[src/nand_pkg.sv]
package nand_pkg;

        typedef logic [7:0]  nand_byte_t;       // one byte on the flash io bus
        typedef logic [31:0] row_addr_t;
        typedef logic [39:0] flash_id_t;        // first id byte in the top bits
        typedef logic [7:0]  tick_cnt_t;        // strobe and busy delay counts

        //////////////////////////////////////////////////
        // control byte fields
        //////////////////////////////////////////////////

        typedef enum logic [3:0] {
                op_none        = 4'd0,
                op_program     = 4'd1,  // not supported
                op_page_read   = 4'd2,  // not supported
                op_erase       = 4'd3,
                op_reset       = 4'd4,
                op_read_id     = 4'd5,
                op_read_status = 4'd6
        } nand_op_e;

        typedef enum logic [1:0] {
                ps_256  = 2'd0,
                ps_512  = 2'd1,
                ps_1k   = 2'd2,
                ps_2k   = 2'd3          // large page address layout
        } page_size_e;

        typedef struct packed {
                logic       start;
                logic       rsvd;
                page_size_e page_size;
                nand_op_e   op;
        } nfcr_t;

        typedef struct packed {
                logic cle;
                logic ale;
                logic ce_n;
                logic re_n;
                logic we_n;
        } nand_pins_t;

        //////////////////////////////////////////////////
        // command set
        //////////////////////////////////////////////////

        localparam nand_byte_t CMD_RESET         = 8'hFF;
        localparam nand_byte_t CMD_READ_ID       = 8'h90;
        localparam nand_byte_t CMD_READ_STATUS   = 8'h70;
        localparam nand_byte_t CMD_ERASE_SETUP   = 8'h60;
        localparam nand_byte_t CMD_ERASE_CONFIRM = 8'hD0;

        // clocks per phase
        localparam tick_cnt_t DEF_T_WP  = 8'd2;  // we low width
        localparam tick_cnt_t DEF_T_WC  = 8'd3;  // write cycle
        localparam tick_cnt_t DEF_T_RP  = 8'd2;  // re low width
        localparam tick_cnt_t DEF_T_REH = 8'd1;  // re high hold
        localparam tick_cnt_t DEF_T_WB  = 8'd10; // we high to busy

endpackage

[src/nand_busy_wait.sv]
`timescale 1ns/1ps

module nand_busy_wait #(
        parameter nand_pkg::tick_cnt_t t_wb = nand_pkg::DEF_T_WB
) (
        input  logic clk,
        input  logic counter_rst,
        input  logic go,
        input  logic r,         // ready/busy, high is ready
        output logic ack
);
        import nand_pkg::*;

        typedef enum logic [1:0] {bw_idle, bw_delay, bw_ready} bw_state_e;

        bw_state_e phase;
        tick_cnt_t cnt;

        always_ff @(posedge clk) begin
                if (counter_rst) begin
                        phase <= bw_idle;
                        cnt   <= '0;
                        ack   <= 1'b0;
                end else begin
                        ack <= 1'b0;
                        case (phase)
                        bw_idle: if (go) begin
                                phase <= bw_delay;
                                cnt   <= 8'd1;
                        end
                        bw_delay: begin         // r is not valid yet
                                cnt <= cnt + 8'd1;
                                if (cnt >= t_wb)
                                        phase <= bw_ready;
                        end
                        default: if (r) begin
                                ack   <= 1'b1;
                                phase <= bw_idle;
                        end
                        endcase
                end
        end

        a_ack_ready: assert property (@(posedge clk) disable iff (counter_rst)
                ack |-> r);

endmodule

[src/nand_controller.sv]
`timescale 1ns/1ps

module nand_controller #(
        parameter nand_pkg::tick_cnt_t t_wp  = nand_pkg::DEF_T_WP,
        parameter nand_pkg::tick_cnt_t t_wc  = nand_pkg::DEF_T_WC,
        parameter nand_pkg::tick_cnt_t t_rp  = nand_pkg::DEF_T_RP,
        parameter nand_pkg::tick_cnt_t t_reh = nand_pkg::DEF_T_REH,
        parameter nand_pkg::tick_cnt_t t_wb  = nand_pkg::DEF_T_WB
) (
        input  logic                 clk,
        input  logic                 counter_rst,
        input  nand_pkg::nfcr_t      nfcr,
        input  nand_pkg::row_addr_t  nf_addr,
        input  logic                 r,
        input  nand_pkg::nand_byte_t read_flash,
        output logic                 done,
        output nand_pkg::nand_byte_t status,
        output nand_pkg::flash_id_t  id,
        output nand_pkg::nand_pins_t pins,
        output nand_pkg::nand_byte_t write_flash,
        output logic                 read_flash_en
);
        import nand_pkg::*;

        nand_byte_t wr_byte, rd_byte;
        logic       wr_go, wr_ack, wr_is_cmd, wr_is_addr, wr_last_addr;
        logic       rd_go, rd_ack, busy_go, busy_ack;
        logic       cle, ale, ce_n, re_n, we_n;

        assign pins = '{cle: cle, ale: ale, ce_n: ce_n, re_n: re_n, we_n: we_n};

        nand_sequencer seq_inst (
                .clk(clk), .counter_rst(counter_rst),
                .nfcr(nfcr), .nf_addr(nf_addr),
                .done(done), .status(status), .id(id),
                .read_flash_en(read_flash_en), .ce_n(ce_n),
                .wr_go(wr_go), .wr_byte(wr_byte), .wr_is_cmd(wr_is_cmd),
                .wr_is_addr(wr_is_addr), .wr_last_addr(wr_last_addr), .wr_ack(wr_ack),
                .rd_go(rd_go), .rd_ack(rd_ack), .rd_byte(rd_byte),
                .busy_go(busy_go), .busy_ack(busy_ack)
        );

        nand_write_cycle #(.t_wp(t_wp), .t_wc(t_wc)) wr_inst (
                .clk(clk), .counter_rst(counter_rst),
                .go(wr_go), .byte_in(wr_byte), .is_cmd(wr_is_cmd),
                .is_addr(wr_is_addr), .last_addr(wr_last_addr),
                .ack(wr_ack), .cle(cle), .ale(ale), .we_n(we_n),
                .write_flash(write_flash)
        );

        nand_read_cycle #(.t_rp(t_rp), .t_reh(t_reh)) rd_inst (
                .clk(clk), .counter_rst(counter_rst),
                .go(rd_go), .read_flash(read_flash),
                .ack(rd_ack), .data(rd_byte), .re_n(re_n)
        );

        nand_busy_wait #(.t_wb(t_wb)) busy_inst (
                .clk(clk), .counter_rst(counter_rst),
                .go(busy_go), .r(r), .ack(busy_ack)
        );

endmodule

[src/nand_read_cycle.sv]
`timescale 1ns/1ps

module nand_read_cycle #(
        parameter nand_pkg::tick_cnt_t t_rp  = nand_pkg::DEF_T_RP,
        parameter nand_pkg::tick_cnt_t t_reh = nand_pkg::DEF_T_REH
) (
        input  logic                 clk,
        input  logic                 counter_rst,
        input  logic                 go,
        input  nand_pkg::nand_byte_t read_flash,
        output logic                 ack,
        output nand_pkg::nand_byte_t data,
        output logic                 re_n
);
        import nand_pkg::*;

        localparam tick_cnt_t t_end = t_rp + t_reh;

        tick_cnt_t cnt;
        logic      active;

        always_ff @(posedge clk) begin
                if (counter_rst) begin
                        cnt    <= '0;
                        active <= 1'b0;
                        ack    <= 1'b0;
                        data   <= '0;
                        re_n   <= 1'b1;
                end else begin
                        ack <= 1'b0;
                        if (go) begin
                                active <= 1'b1;
                                cnt    <= 8'd1;
                                re_n   <= 1'b0;
                        end else if (active) begin
                                cnt <= cnt + 8'd1;
                                if (cnt == t_rp) begin
                                        re_n <= 1'b1;
                                        data <= read_flash;     // last low clock
                                end
                                if (cnt == t_end) begin
                                        active <= 1'b0;
                                        ack    <= 1'b1;
                                end
                        end
                end
        end

        // re low only inside a read
        a_re_in_read: assert property (@(posedge clk) disable iff (counter_rst)
                !re_n |-> active);

endmodule

[src/nand_sequencer.sv]
`timescale 1ns/1ps

module nand_sequencer (
        input  logic                 clk,
        input  logic                 counter_rst,
        input  nand_pkg::nfcr_t      nfcr,
        input  nand_pkg::row_addr_t  nf_addr,
        output logic                 done,
        output nand_pkg::nand_byte_t status,
        output nand_pkg::flash_id_t  id,
        output logic                 read_flash_en,
        output logic                 ce_n,
        output logic                 wr_go,
        output nand_pkg::nand_byte_t wr_byte,
        output logic                 wr_is_cmd,
        output logic                 wr_is_addr,
        output logic                 wr_last_addr,
        input  logic                 wr_ack,
        output logic                 rd_go,
        input  logic                 rd_ack,
        input  nand_pkg::nand_byte_t rd_byte,
        output logic                 busy_go,
        input  logic                 busy_ack
);
        import nand_pkg::*;

        typedef enum logic [2:0] {
                st_idle, st_flash_reset, st_read_id, st_read_status, st_erase
        } seq_state_e;

        // what the current step asks for
        typedef enum logic [2:0] {
                k_cmd, k_addr, k_last_addr, k_read, k_busy, k_done
        } step_kind_e;

        seq_state_e state;
        logic [3:0] step;
        logic       issued;     // go sent, waiting for ack
        logic       large_pg;
        step_kind_e kind;
        nand_byte_t step_byte;
        nand_byte_t row0, row1, row2;

        //////////////////////////////////////////////////
        // erase row address bytes
        //////////////////////////////////////////////////

        assign row0 = large_pg ? nf_addr[19:12] : nf_addr[16:9];
        assign row1 = large_pg ? nf_addr[27:20] : nf_addr[24:17];
        assign row2 = large_pg ? {5'b0, nf_addr[30:28]} : {7'b0, nf_addr[25]};

        //////////////////////////////////////////////////
        // step decode
        //////////////////////////////////////////////////

        always_comb begin
                kind      = k_done;
                step_byte = '0;
                case (state)
                st_flash_reset: case (step)
                        4'd0: begin kind = k_cmd; step_byte = CMD_RESET; end
                        4'd1: kind = k_busy;
                        default: kind = k_done;
                endcase
                st_read_id: case (step)
                        4'd0: begin kind = k_cmd; step_byte = CMD_READ_ID; end
                        4'd1: kind = k_last_addr;       // address 00
                        4'd2, 4'd3, 4'd4, 4'd5, 4'd6: kind = k_read;
                        default: kind = k_done;
                endcase
                st_read_status: case (step)
                        4'd0: begin kind = k_cmd; step_byte = CMD_READ_STATUS; end
                        4'd1: kind = k_read;
                        default: kind = k_done;
                endcase
                st_erase: case (step)
                        4'd0: begin kind = k_cmd; step_byte = CMD_ERASE_SETUP; end
                        4'd1: begin kind = k_addr; step_byte = row0; end
                        4'd2: begin kind = k_addr; step_byte = row1; end
                        4'd3: begin kind = k_last_addr; step_byte = row2; end
                        4'd4: begin kind = k_cmd; step_byte = CMD_ERASE_CONFIRM; end
                        4'd5: kind = k_busy;
                        4'd6: begin kind = k_cmd; step_byte = CMD_READ_STATUS; end
                        4'd7: kind = k_read;
                        default: kind = k_done;
                endcase
                default: kind = k_done;
                endcase
        end

        //////////////////////////////////////////////////
        // operation FSM
        //////////////////////////////////////////////////

        always_ff @(posedge clk) begin
                if (counter_rst) begin
                        state         <= st_idle;
                        step          <= '0;
                        issued        <= 1'b0;
                        large_pg      <= 1'b0;
                        done          <= 1'b0;
                        status        <= '0;
                        id            <= '0;
                        read_flash_en <= 1'b1;
                        ce_n          <= 1'b1;
                        wr_go         <= 1'b0;
                        wr_byte       <= '0;
                        wr_is_cmd     <= 1'b0;
                        wr_is_addr    <= 1'b0;
                        wr_last_addr  <= 1'b0;
                        rd_go         <= 1'b0;
                        busy_go       <= 1'b0;
                end else begin
                        wr_go   <= 1'b0;
                        rd_go   <= 1'b0;
                        busy_go <= 1'b0;
                        done    <= 1'b0;
                        ce_n    <= 1'b0;        // single chip, always selected
                        if (state == st_idle) begin
                                read_flash_en <= 1'b1;
                                step          <= '0;
                                issued        <= 1'b0;
                                if (nfcr.start && !done) begin
                                        large_pg <= (nfcr.page_size == ps_2k);
                                        case (nfcr.op)
                                        op_reset:       state <= st_flash_reset;
                                        op_read_id:     state <= st_read_id;
                                        op_read_status: state <= st_read_status;
                                        op_erase:       state <= st_erase;
                                        default:        state <= st_idle;
                                        endcase
                                end
                        end else if (!issued) begin
                                issued <= 1'b1;
                                case (kind)
                                k_cmd, k_addr, k_last_addr: begin
                                        wr_go         <= 1'b1;
                                        read_flash_en <= 1'b0;  // drive the bus
                                        wr_byte       <= step_byte;
                                        wr_is_cmd     <= (kind == k_cmd);
                                        wr_is_addr    <= (kind != k_cmd);
                                        wr_last_addr  <= (kind == k_last_addr);
                                end
                                k_read: begin
                                        rd_go         <= 1'b1;
                                        read_flash_en <= 1'b1;
                                end
                                k_busy: busy_go <= 1'b1;
                                default: begin
                                        done  <= 1'b1;
                                        state <= st_idle;
                                end
                                endcase
                        end else if (wr_ack || rd_ack || busy_ack) begin
                                issued <= 1'b0;
                                step   <= step + 4'd1;
                                if (rd_ack) begin
                                        if (state == st_read_id)
                                                id <= {id[31:0], rd_byte};
                                        else
                                                status <= rd_byte;
                                end
                        end
                end
        end

        a_done_pulse: assert property (@(posedge clk) disable iff (counter_rst)
                done |=> !done);

endmodule

[src/nand_write_cycle.sv]
`timescale 1ns/1ps

module nand_write_cycle #(
        parameter nand_pkg::tick_cnt_t t_wp = nand_pkg::DEF_T_WP,
        parameter nand_pkg::tick_cnt_t t_wc = nand_pkg::DEF_T_WC
) (
        input  logic                 clk,
        input  logic                 counter_rst,
        input  logic                 go,
        input  nand_pkg::nand_byte_t byte_in,
        input  logic                 is_cmd,
        input  logic                 is_addr,
        input  logic                 last_addr,
        output logic                 ack,
        output logic                 cle,
        output logic                 ale,
        output logic                 we_n,
        output nand_pkg::nand_byte_t write_flash
);
        import nand_pkg::*;

        tick_cnt_t cnt;
        logic      active;
        logic      last_q;      // drop ale at the end of this byte

        always_ff @(posedge clk) begin
                if (counter_rst) begin
                        cnt         <= '0;
                        active      <= 1'b0;
                        last_q      <= 1'b0;
                        ack         <= 1'b0;
                        cle         <= 1'b0;
                        ale         <= 1'b0;
                        we_n        <= 1'b1;
                        write_flash <= '0;
                end else begin
                        ack <= 1'b0;
                        if (go) begin
                                active      <= 1'b1;
                                cnt         <= 8'd1;
                                write_flash <= byte_in;
                                cle         <= is_cmd;
                                ale         <= is_addr;
                                last_q      <= last_addr;
                                we_n        <= 1'b0;
                        end else if (active) begin
                                cnt <= cnt + 8'd1;
                                if (cnt == t_wp)
                                        we_n <= 1'b1;   // flash latches on this edge
                                if (cnt == t_wc) begin
                                        active <= 1'b0;
                                        ack    <= 1'b1;
                                        cle    <= 1'b0;
                                        if (last_q)
                                                ale <= 1'b0;
                                end
                        end
                end
        end

        a_cle_ale_excl: assert property (@(posedge clk) disable iff (counter_rst)
                !(cle && ale));

endmodule

[config.mk]
export PLATFORM = sky130hd
export DESIGN_NAME = nand_controller
export DESIGN_NICKNAME = d
export VERILOG_FILES = /design/src/nand_pkg.sv /design/src/nand_busy_wait.sv /design/src/nand_controller.sv /design/src/nand_read_cycle.sv /design/src/nand_sequencer.sv /design/src/nand_write_cycle.sv
export SDC_FILE = /design/constraint.sdc
export NUM_CORES = 1
export LEC_CHECK = 0
export BUFFER_PORTS_ARGS = -buffer_cell sky130_fd_sc_hd__clkbuf_2
export CAP_MARGIN = 5
export CELL_PAD_IN_SITES_DETAIL_PLACEMENT = 1
export CELL_PAD_IN_SITES_GLOBAL_PLACEMENT = 2
export CORE_ASPECT_RATIO = 1.2
export CORE_MARGIN = 4
export CORE_UTILIZATION = 32
export DETAILED_ROUTE_END_ITERATION = 12
export GPL_TIMING_DRIVEN = 0
export PLACE_DENSITY_LB_ADDON = 0.15
export SYNTH_ARGS = -nofsm -noshare
export SYNTH_HDL_FRONTEND = slang
export SYNTH_SLANG_ARGS = --single-unit
export TNS_END_PERCENT = 30
[constraint.sdc]
create_clock -name clk -period 3.2 [get_ports clk]
set_input_delay 0.64 -clock clk [delete_from_list [all_inputs] [get_ports clk]]
set_output_delay 0.64 -clock clk [all_outputs]
set_load 0.05 [all_outputs]
==> impl_metrics.toml, run 1 <==
[cells_and_area]
multi_input_area_sq_mm = 0.00274
synthToLayoutAreaGrowth_pct = 24.9
fin_util = 0.407
layout.nets = 826
regArea_sq_mm = 0.00252
stdcell_count = 994
antenna_cells = 0
drive_gt1_frac = 0.212
fillers = 2072

[critical_path]
worstSetupStartpointType = "flip-flop"
r2r_cells = 8
critPathLaunch = "seq_inst.step[1]"
r2r_slack_ns = 0.44
arrival_ns = 3.06
r2r-end = "seq_inst.wr_byte[4]"
end_kind = "flip-flop"
reg2reg_from = "seq_inst.step[1]"
cp_max_fo = 10
path_class = "reg2reg"
required_ns = 3.50
endpoint = "seq_inst.wr_byte[4]"

[timing]
maxSlewViolCount = 0
setup_tns_ns = 0
timing.hold.ws_ns = 0.460
maxSlewHeadroom = 0.253
finalClockSkew_ns = 0.00620
worst_pin_slew_ns = 1.12
period_minus_slack_ns = 2.76
final-setup-viol-count = 0
fin_crit_sh = 0.861
grt_setup_unrepaired = "false"
fmax_mhz = 363
hold_violations = 0

[yosys]
synth_area_leaders = "dfxtp_1, nand2_1, a21oi_1"
synth_top_family_by_area = "simple AND/OR/NAND/NOR gates"
avgSynthCellArea_sq_um = 8.55
muxShareOfSynthArea = 0.0875
ys_ff_latch = 126
async_flop_share = 0
synth_top_area_cell = "dfxtp_1"
yosys.area.top_type_share = 0.458
synth_commonest_cells = "dfxtp_1, nand2_1, nor2_1"
netlist_area_sq_mm = 0.00551
synthAdderAreaFrac = 0.0227
synth_simple_gate_area_share = 0.225
synthCells = 644
ys.flop_type = "dfxtp_1"
synthXorXnorAreaFrac = 0.0239
synth_seq_area_share = 0.458
synth_edf_count = 0
yosysWarningCount = 0
yosysUniqueCellTypes = 57
synth_compound_area_frac = 0.139
synth_most_common_cell = "dfxtp_1"
synth_nets = 705

[clock_tree]
cts_root_buf = "clkbuf_16"
numCtsBuffers = 17
cts_tree = "built"
path_clk_slew_ns = 0.06
ctsLongestPathBuffers = 2
clk_latency_ns = 0.41
post_cts_buffers = 0
postCtsHoldBufs = 0
cts_sinks = 126
h-tree-depth = 4
cts-resized-gates = 0

[detailed_routing]
vias = 4961
drt-initial-drc-count = 164
vias_per_cell = 4.99
wirelength_mm = 16.0
postRouteAntennaNets = 0
wl_per_cell_um = 16.1
dr.pass1.iters = 4
drc_errors = 0

[worst_hold_path]
hp-class = "reg2reg"

[grt]
grt_max_degree = 17
busiest_layer = "met2"
antenna_found_initial = 0
grt_usage = 0.170
grt_pass1_wl_mm = 26.3
use_met1 = 0.198
grt_overflow = 0
use_met3 = 0.0389
grt_use_met2 = 0.305
grt_pass1_vias = 5227

[power_and_ir_drop]
p_per_area_mw_per_mm2 = 531
cellLeakagePower_uw = 0.00273
irDropWorstVdd_uv = 291

[floorplan]
die_h_um = 152
start_util = 0.326
placementRows = 52
fp.dieW_um = 128
io_pins = 114
die_area_sq_mm = 0.0194
coreArea_sq_mm = 0.0169

[placed_design]
placed_cells = 962
numPortBuffers = 102
dp_hpwl_mm = 12.2
routabilityCongestion = 0.854

[job]
maxCapViolations = 0

[status]
outcome = "finished clean"
## registers in the layout, summed over array words and instances (netlist names), 2 cells and up
name	count
seq_inst.status	8
rd_inst.data	8
seq_inst.wr_byte	8
seq_inst.state	3
busy_inst.phase	2
busy_inst.cnt	8
wr_inst.cnt	8
seq_inst.step	4
seq_inst.id	40
wr_inst.write_flash	8
rd_inst.cnt	8
## logic make-up (layout without fill, tap and decap cells)
logic type	Yosys count	after routing
multiplexers	46	46
buffers and inverters	58	192
flip-flops	126	126
AND/OR/NAND/NOR	267	267
adder cells (fa/ha/maj)	10	10
AO/OA/AOI/OAI	122	122
XOR/XNOR	15	15
## report_power, final
group | switching, uW | internal, uW
combinational | 92.2 | 56.4
sequential | 5.17 | 1580
clock | 731 | 1190
## critical path: stages, from the launching register on
cell and delay [ns]:
dfxtp_1 0.38, inv_1 0.09, ha_1 0.23, buf_1 0.25, a211oi_1 0.32, a221oi_1 0.15
a21oi_1 0.66, o21ai_4 0.21, mux2_1 0.35
## layout make-up
| cell class | count | area share |
|---|---|---|
| Multi-Input combinational cell | 460 | 0.398 |
| Sequential cell | 126 | 0.367 |
| Timing Repair Buffer | 102 | 0.0742 |
| Clock buffer | 19 | 0.0658 |
| Tap cell | 216 | 0.0393 |
| Buffer | 48 | 0.0302 |
| Clock inverter | 13 | 0.0204 |
| Inverter | 10 | 0.00546 |
## per-stage QoR
stage | setup WS [ns] | area [sq um] | total power [uW]
final | 0.444 | 6880 | 3650
after global routing | 0.208 | 6880 | 3800
after CTS | 0.463 | 6880 | 3700
after detailed placement | 0.473 | 6290 | 1770
after global placement | 0.496 | 6290 | 1760
after floorplan | 0.902 | 5510 | 1700
## worst min-delay path by stage
stage                        startpoint                end  slack [ns]  cells after the start
floorplan           seq_inst.wr_is_addr        wr_inst.ale        0.43                      2
global placement        seq_inst.id[38]    seq_inst.id[38]        0.44                      2
detailed placement      seq_inst.id[37]    seq_inst.id[37]        0.45                      2
CTS                             nfcr[0]  seq_inst.state[0]        0.46                      2
global route              read_flash[5]    rd_inst.data[5]        0.48                      3
finish                  seq_inst.id[37]    seq_inst.id[37]        0.46                      2
## cell usage in the layout, fill, tap and decap left out, types with 12 or more instances in the layout
cell type  count
xor2_1        12
dfxtp_1      126
nand2_1      104
nand3_1       12
clkbuf_1      38
mux2_2        16
clkbuf_16     17
clkbuf_2     102
mux2i_1       29
a21oi_1       68
nor2_1        73
## routing by layer
metal,vias to the layer above,routed length [um]
met2,106,8260
met3,24,663
met5,-,0
met1,2367,6800
li1,2464,-
met4,0,279
No activity file was read; power rests on OpenSTA's default activity.
==> run 2: changes to the inputs <==
--- a/config.mk
+++ b/config.mk
@@ -11,11 +11,14 @@
 export CELL_PAD_IN_SITES_GLOBAL_PLACEMENT = 2
 export CORE_ASPECT_RATIO = 1.2
 export CORE_MARGIN = 4
-export CORE_UTILIZATION = 32
+export CORE_UTILIZATION = 33
+export CTS_CLUSTER_DIAMETER = 40
 export DETAILED_ROUTE_END_ITERATION = 12
 export GPL_TIMING_DRIVEN = 0
+export HOLD_SLACK_MARGIN = 0.02
 export PLACE_DENSITY_LB_ADDON = 0.15
 export SYNTH_ARGS = -nofsm -noshare
 export SYNTH_HDL_FRONTEND = slang
+export SYNTH_HIERARCHICAL = 1
 export SYNTH_SLANG_ARGS = --single-unit
 export TNS_END_PERCENT = 30
==> run 2 against run 1 <==
  * Sequential cell count unchanged
  * Non-clock buffer count unchanged
  * Critical endpoint is now seq_inst/wr_byte[0]
  * Largest cell class unchanged
  * Critical path type unchanged
  * Via count is 1.3% higher
==> impl_metrics.toml, run 2 <==
[status]
outcome = "finished clean"

[grt]
grt_pass1_vias = 5226
antenna_found_initial = 0
grt_overflow = 0
grt_max_degree = 19
grt_pass1_wl_mm = 26.5
grt_usage = 0.172

[floorplan]
io_pins = 114
die_h_um = 152
placementRows = 52
fp.dieW_um = 128
die_area_sq_mm = 0.0193
start_util = 0.336
coreArea_sq_mm = 0.0169

[placed_design]
numPortBuffers = 102
routabilityCongestion = 0.765
dp_hpwl_mm = 12.4

[clock_tree]
postCtsHoldBufs = 0
path_clk_slew_ns = 0.06
cts-resized-gates = 0
cts_root_buf = "clkbuf_16"
cts_sinks = 126
h-tree-depth = 4
numCtsBuffers = 17
post_cts_buffers = 0
clk_latency_ns = 0.42
ctsLongestPathBuffers = 2
cts_tree = "built"

[power_and_ir_drop]
cellLeakagePower_uw = 0.00271
p_per_area_mw_per_mm2 = 516
irDropWorstVdd_uv = 337

[yosys]
synth_seq_area_share = 0.445
yosysWarningCount = 6
synth_edf_count = 0
ys_ff_latch = 126
synth_commonest_cells = "dfxtp_1, nand2_1, nor2_1"
netlist_area_sq_mm = 0.00567
ys.flop_type = "dfxtp_1"
yosys.area.top_type_share = 0.445
synth_nets = 709
synth_top_area_cell = "dfxtp_1"
avgSynthCellArea_sq_um = 8.74
synth_area_leaders = "dfxtp_1, nand2_1, mux2i_1"
yosysUniqueCellTypes = 72
synthCells = 648
async_flop_share = 0
synth_most_common_cell = "dfxtp_1"

[critical_path]
crit_buf_inv = 3
required_ns = 3.55
path_delay_family = "buffers and inverters"
crit_chain = "inv_1, ha_1, clkbuf_1, clkbuf_1, a222oi_1, mux2i_1, nand3_1, a2111oi_0, mux2i_1, nor2_1"
end_kind = "flip-flop"
path_class = "reg2reg"
cp_max_fo = 10
worstSetupStartpointType = "flip-flop"
cpPeakStageDelay_ns = 0.60
cpMaxStageDelayCell = "a2111oi_0"
arrival_ns = 3.14

[cells_and_area]
drive_gt1_frac = 0.221
antenna_cells = 0
synthToLayoutAreaGrowth_pct = 24.4
top_register = "seq_inst/id"
largest_reg_flops = 40
final_common_cell = "dfxtp_1"
final_cell_mix = "dfxtp_1, clkbuf_2, nand2_1"
layout.nets = 830

[worst_hold_path]
hp-class = "reg2reg"

[timing]
maxSlewViolCount = 0
timing.hold.ws_ns = 0.462
hold_violations = 0
fin_crit_sh = 0.871
grt_setup_unrepaired = "false"
worst_pin_slew_ns = 1.13
setup_tns_ns = 0
finalClockSkew_ns = 0.00808
fmax_mhz = 359
final-setup-viol-count = 0
period_minus_slack_ns = 2.79
maxSlewHeadroom = 0.246

[detailed_routing]
wirelength_mm = 16.1
dr.pass1.iters = 5
vias_per_cell = 5.04
vias = 5026
wl_per_cell_um = 16.1
postRouteAntennaNets = 0
drc_errors = 0
drt-initial-drc-count = 214

[job]
maxCapViolations = 0
## run 2: changes by cell type after synthesis, sizes merged, moves of 4 or more
cell / change
a21oi: -5
and3: -4
buf: +12
clkbuf: -12
mux2: -13
mux2i: +4
nand2b: +11
nor2: -6
o22ai: +5
xor2: -4
## run 2: worst paths after layout
check / from / to / slack, ns / cells past startpoint
setup reg to reg: seq_inst/step[0] / seq_inst/wr_byte[0] / 0.41 / 10
hold reg to reg: seq_inst/id[34] / seq_inst/id[34] / 0.46 / 2
setup / recovery: seq_inst/step[0] / seq_inst/wr_byte[0] / 0.41 / 10
hold / removal: seq_inst/id[34] / seq_inst/id[34] / 0.46 / 2
## run 2: power by group
| group | internal (uW) | switching, uW |
|---|---|---|
| Clock | 1210 | 721 |
| Combinational | 49.4 | 76.3 |
| Sequential | 1570 | 3.35 |
## run 2: cell type report
cell class,instances,area (sq um)
Clock inverter,11,130
Clock buffer,21,470
Sequential cell,126,2520
Timing Repair Buffer,102,510
Inverter,10,37.5
Fill cell,2043,9800
Buffer,48,239
Tap cell,216,270
Multi-Input combinational cell,464,2870
## run 2: layer usage
layer  GRT usage  routed length (um)  up-vias
met1       0.205                6990     2411
met4      0.0663                 250        0
li1            -                   -     2504
met5           0                   0        -
met2       0.301                8250       90
met3      0.0386                 602       21
## run 2: cell families (layout without fill, tap and decap cells)
logic type                 Yosys count  after routing  share of synthesized area
xor gates and xnor gates            13             13                     0.0201
buffers and inverters               58            192                     0.0488
muxes                               37             37                     0.0662
AOI/OAI and AO/OA                  132            132                      0.158
DFF                                126            126                      0.445
adders and majority gates           10             10                     0.0221
and+or+nand+nor                    272            272                      0.240
## run 2: through the flow
step | utilization | setup slack [ns] | std cells | cell area [sq um] | total power (uW)
2_1_floorplan | - | 0.898 | 648 | 5670 | 1680
3_3_place_gp | 0.383 | 0.602 | 966 | 6450 | 1730
3_5_place_dp | 0.383 | 0.481 | 966 | 6450 | 1740
4_1_cts | 0.418 | 0.463 | 998 | 7050 | 3690
5_1_grt | 0.418 | 0.210 | 998 | 7050 | 3790
6_report | 0.418 | 0.411 | 998 | 7050 | 3640
## run 2: worst min-delay path: stages (launching register included)
cell and delay, ns:
dfxtp_1 0.31, nand2_1 0.05, a21oi_1 0.05
==> run 3: changes to the inputs <==
--- a/config.mk
+++ b/config.mk
@@ -7,11 +7,9 @@
 export LEC_CHECK = 0
 export BUFFER_PORTS_ARGS = -buffer_cell sky130_fd_sc_hd__clkbuf_2
 export CAP_MARGIN = 5
-export CELL_PAD_IN_SITES_DETAIL_PLACEMENT = 1
-export CELL_PAD_IN_SITES_GLOBAL_PLACEMENT = 2
 export CORE_ASPECT_RATIO = 1.2
 export CORE_MARGIN = 4
-export CORE_UTILIZATION = 33
+export CORE_UTILIZATION = 50
 export CTS_CLUSTER_DIAMETER = 40
 export DETAILED_ROUTE_END_ITERATION = 12
 export GPL_TIMING_DRIVEN = 0
==> run 3 against run 2 <==
  * Final cell count fell by 8.6%
  * Utilization rose by 21 points
  * Largest power group unchanged
  * Via count fell by 1.2%
  * Wire length fell by 17%
  * Count of clock-buffer cells in the layout fell by 1
  * First-iteration DRC count rose by 49%
  * Highest routed layer unchanged
  * Critical path depth fell by 1
==> impl_metrics.toml, run 3 (same netlist as run 2, synthesis figures left out) <==
[timing]
worst_pin_slew_ns = 1.03
hold_violations = 0
final-setup-viol-count = 0
maxSlewHeadroom = 0.313
period_minus_slack_ns = 2.66
fin_crit_sh = 0.832
fmax_mhz = 376
setup_tns_ns = 0
grt_setup_unrepaired = "false"
finalClockSkew_ns = 0.00725
maxSlewViolCount = 0

[placed_design]
routabilityCongestion = 0.905
numPortBuffers = 102
dp_hpwl_mm = 10.1

[status]
outcome = "finished clean"

[cells_and_area]
final_cell_mix = "dfxtp_1, clkbuf_2, nand2_1"
multi_input_area_sq_mm = 0.00287
drive_gt1_frac = 0.219
layout.nets = 830
final_common_cell = "dfxtp_1"
antenna_cells = 0
largest_reg_flops = 40
regArea_sq_mm = 0.00252
synthToLayoutAreaGrowth_pct = 22.9
fin_util = 0.631
fillers = 976
top_register = "seq_inst/id"

[critical_path]
crit_top_cell = "nor4b_1"
cpPeakStageDelay_ns = 0.50
cp_max_fo = 7
arrival_ns = 3.01
worstSetupStartpointType = "flip-flop"
path_class = "reg2reg"
cpMaxStageDelayCell = "nor4b_1"
end_kind = "flip-flop"
path_delay_family = "compound AO/OA/AOI/OAI gates"
crit_chain = "inv_1, ha_1, clkbuf_1, nor4b_1, nor4b_1, a221o_1, a21o_1, a21oi_1, a22o_1"
required_ns = 3.54
crit_buf_inv = 2

[power_and_ir_drop]
cellLeakagePower_uw = 0.00273
irDropWorstVdd_uv = 323
p_per_area_mw_per_mm2 = 531

[job]
maxCapViolations = 0

[floorplan]
coreArea_sq_mm = 0.0110
start_util = 0.513
io_pins = 114
placementRows = 42
die_area_sq_mm = 0.0131
fp.dieW_um = 105
die_h_um = 125

[grt]
antenna_found_initial = 0
grt_usage = 0.207
grt_pass1_vias = 4808
grt_overflow = 0
grt_max_degree = 19
grt_pass1_wl_mm = 22.6

[detailed_routing]
dr.pass1.iters = 5
wl_per_cell_um = 14.7
postRouteAntennaNets = 0
vias = 4965
drc_errors = 0
wirelength_mm = 13.4
drt-initial-drc-count = 318
vias_per_cell = 5.44

[clock_tree]
ctsLongestPathBuffers = 2
cts_root_buf = "clkbuf_16"
postCtsHoldBufs = 0
cts_tree = "built"
cts-resized-gates = 0
cts_sinks = 126
numCtsBuffers = 17
clk_latency_ns = 0.41
post_cts_buffers = 0
h-tree-depth = 4
path_clk_slew_ns = 0.05

[worst_hold_path]
hp-class = "in2reg"
[run 3: cell count changes in the layout (fill, tap and decap cells not counted), sizes merged]
| cell | previous run | this run |
|---|---|---|
| clkbuf | 149 | 148 |
| clkinvlp | 4 | 2 |
| bufinv | 2 | 4 |
| inv | 13 | 11 |
| clkinv | 2 | 3 |
[run 3: cell type report]
cell class	instances	share of cell area
multi-input combinational	464	0.412
inverter	10	0.00539
buffer	48	0.0343
tap	132	0.0237
timing repair buffer	102	0.0733
clock inverter	10	0.0234
sequential	126	0.362
clock buffer	20	0.0656
[run 3: worst paths after layout]
path,from,to,slack [ns],cells after the start
worst min register to register,seq_inst/id[39],seq_inst/id[39],0.46,2
worst max-delay path,seq_inst/step[0],seq_inst/state[2],0.54,9
worst min-delay path,nfcr[0],seq_inst/state[0],0.46,2
worst max register to register,seq_inst/step[0],seq_inst/state[2],0.54,9
[run 3: routing by layer]
layer  vias up  wire length, um  GRT usage
met5         -                0          0
met2       112             6930      0.359
met3        14              645     0.0575
met1      2339             5720      0.248
met4         0              145     0.0595
li1       2500                -          -
[run 3: per-stage QoR]
stage / worst slack [ns] / area [sq um] / std cells / hold WS, ns / total power, uW
2_1_floorplan: 0.898 / 5670 / 648 / 0.442 / 1680
6_report: 0.537 / 6960 / 912 / 0.458 / 3700
3_3_place_gp: 0.681 / 6340 / 882 / 0.445 / 1730
5_1_grt: 0.264 / 6960 / 912 / 0.463 / 3810
4_1_cts: 0.563 / 6960 / 912 / 0.447 / 3730
3_5_place_dp: 0.597 / 6340 / 882 / 0.451 / 1730
[run 3: report_power, final]
part	internal [uW]	leakage (uW)	switching [uW]
sequential	1570	0.00102	3.08
clock	1340	0.000298	663
combinational	49.3	0.00141	72.8
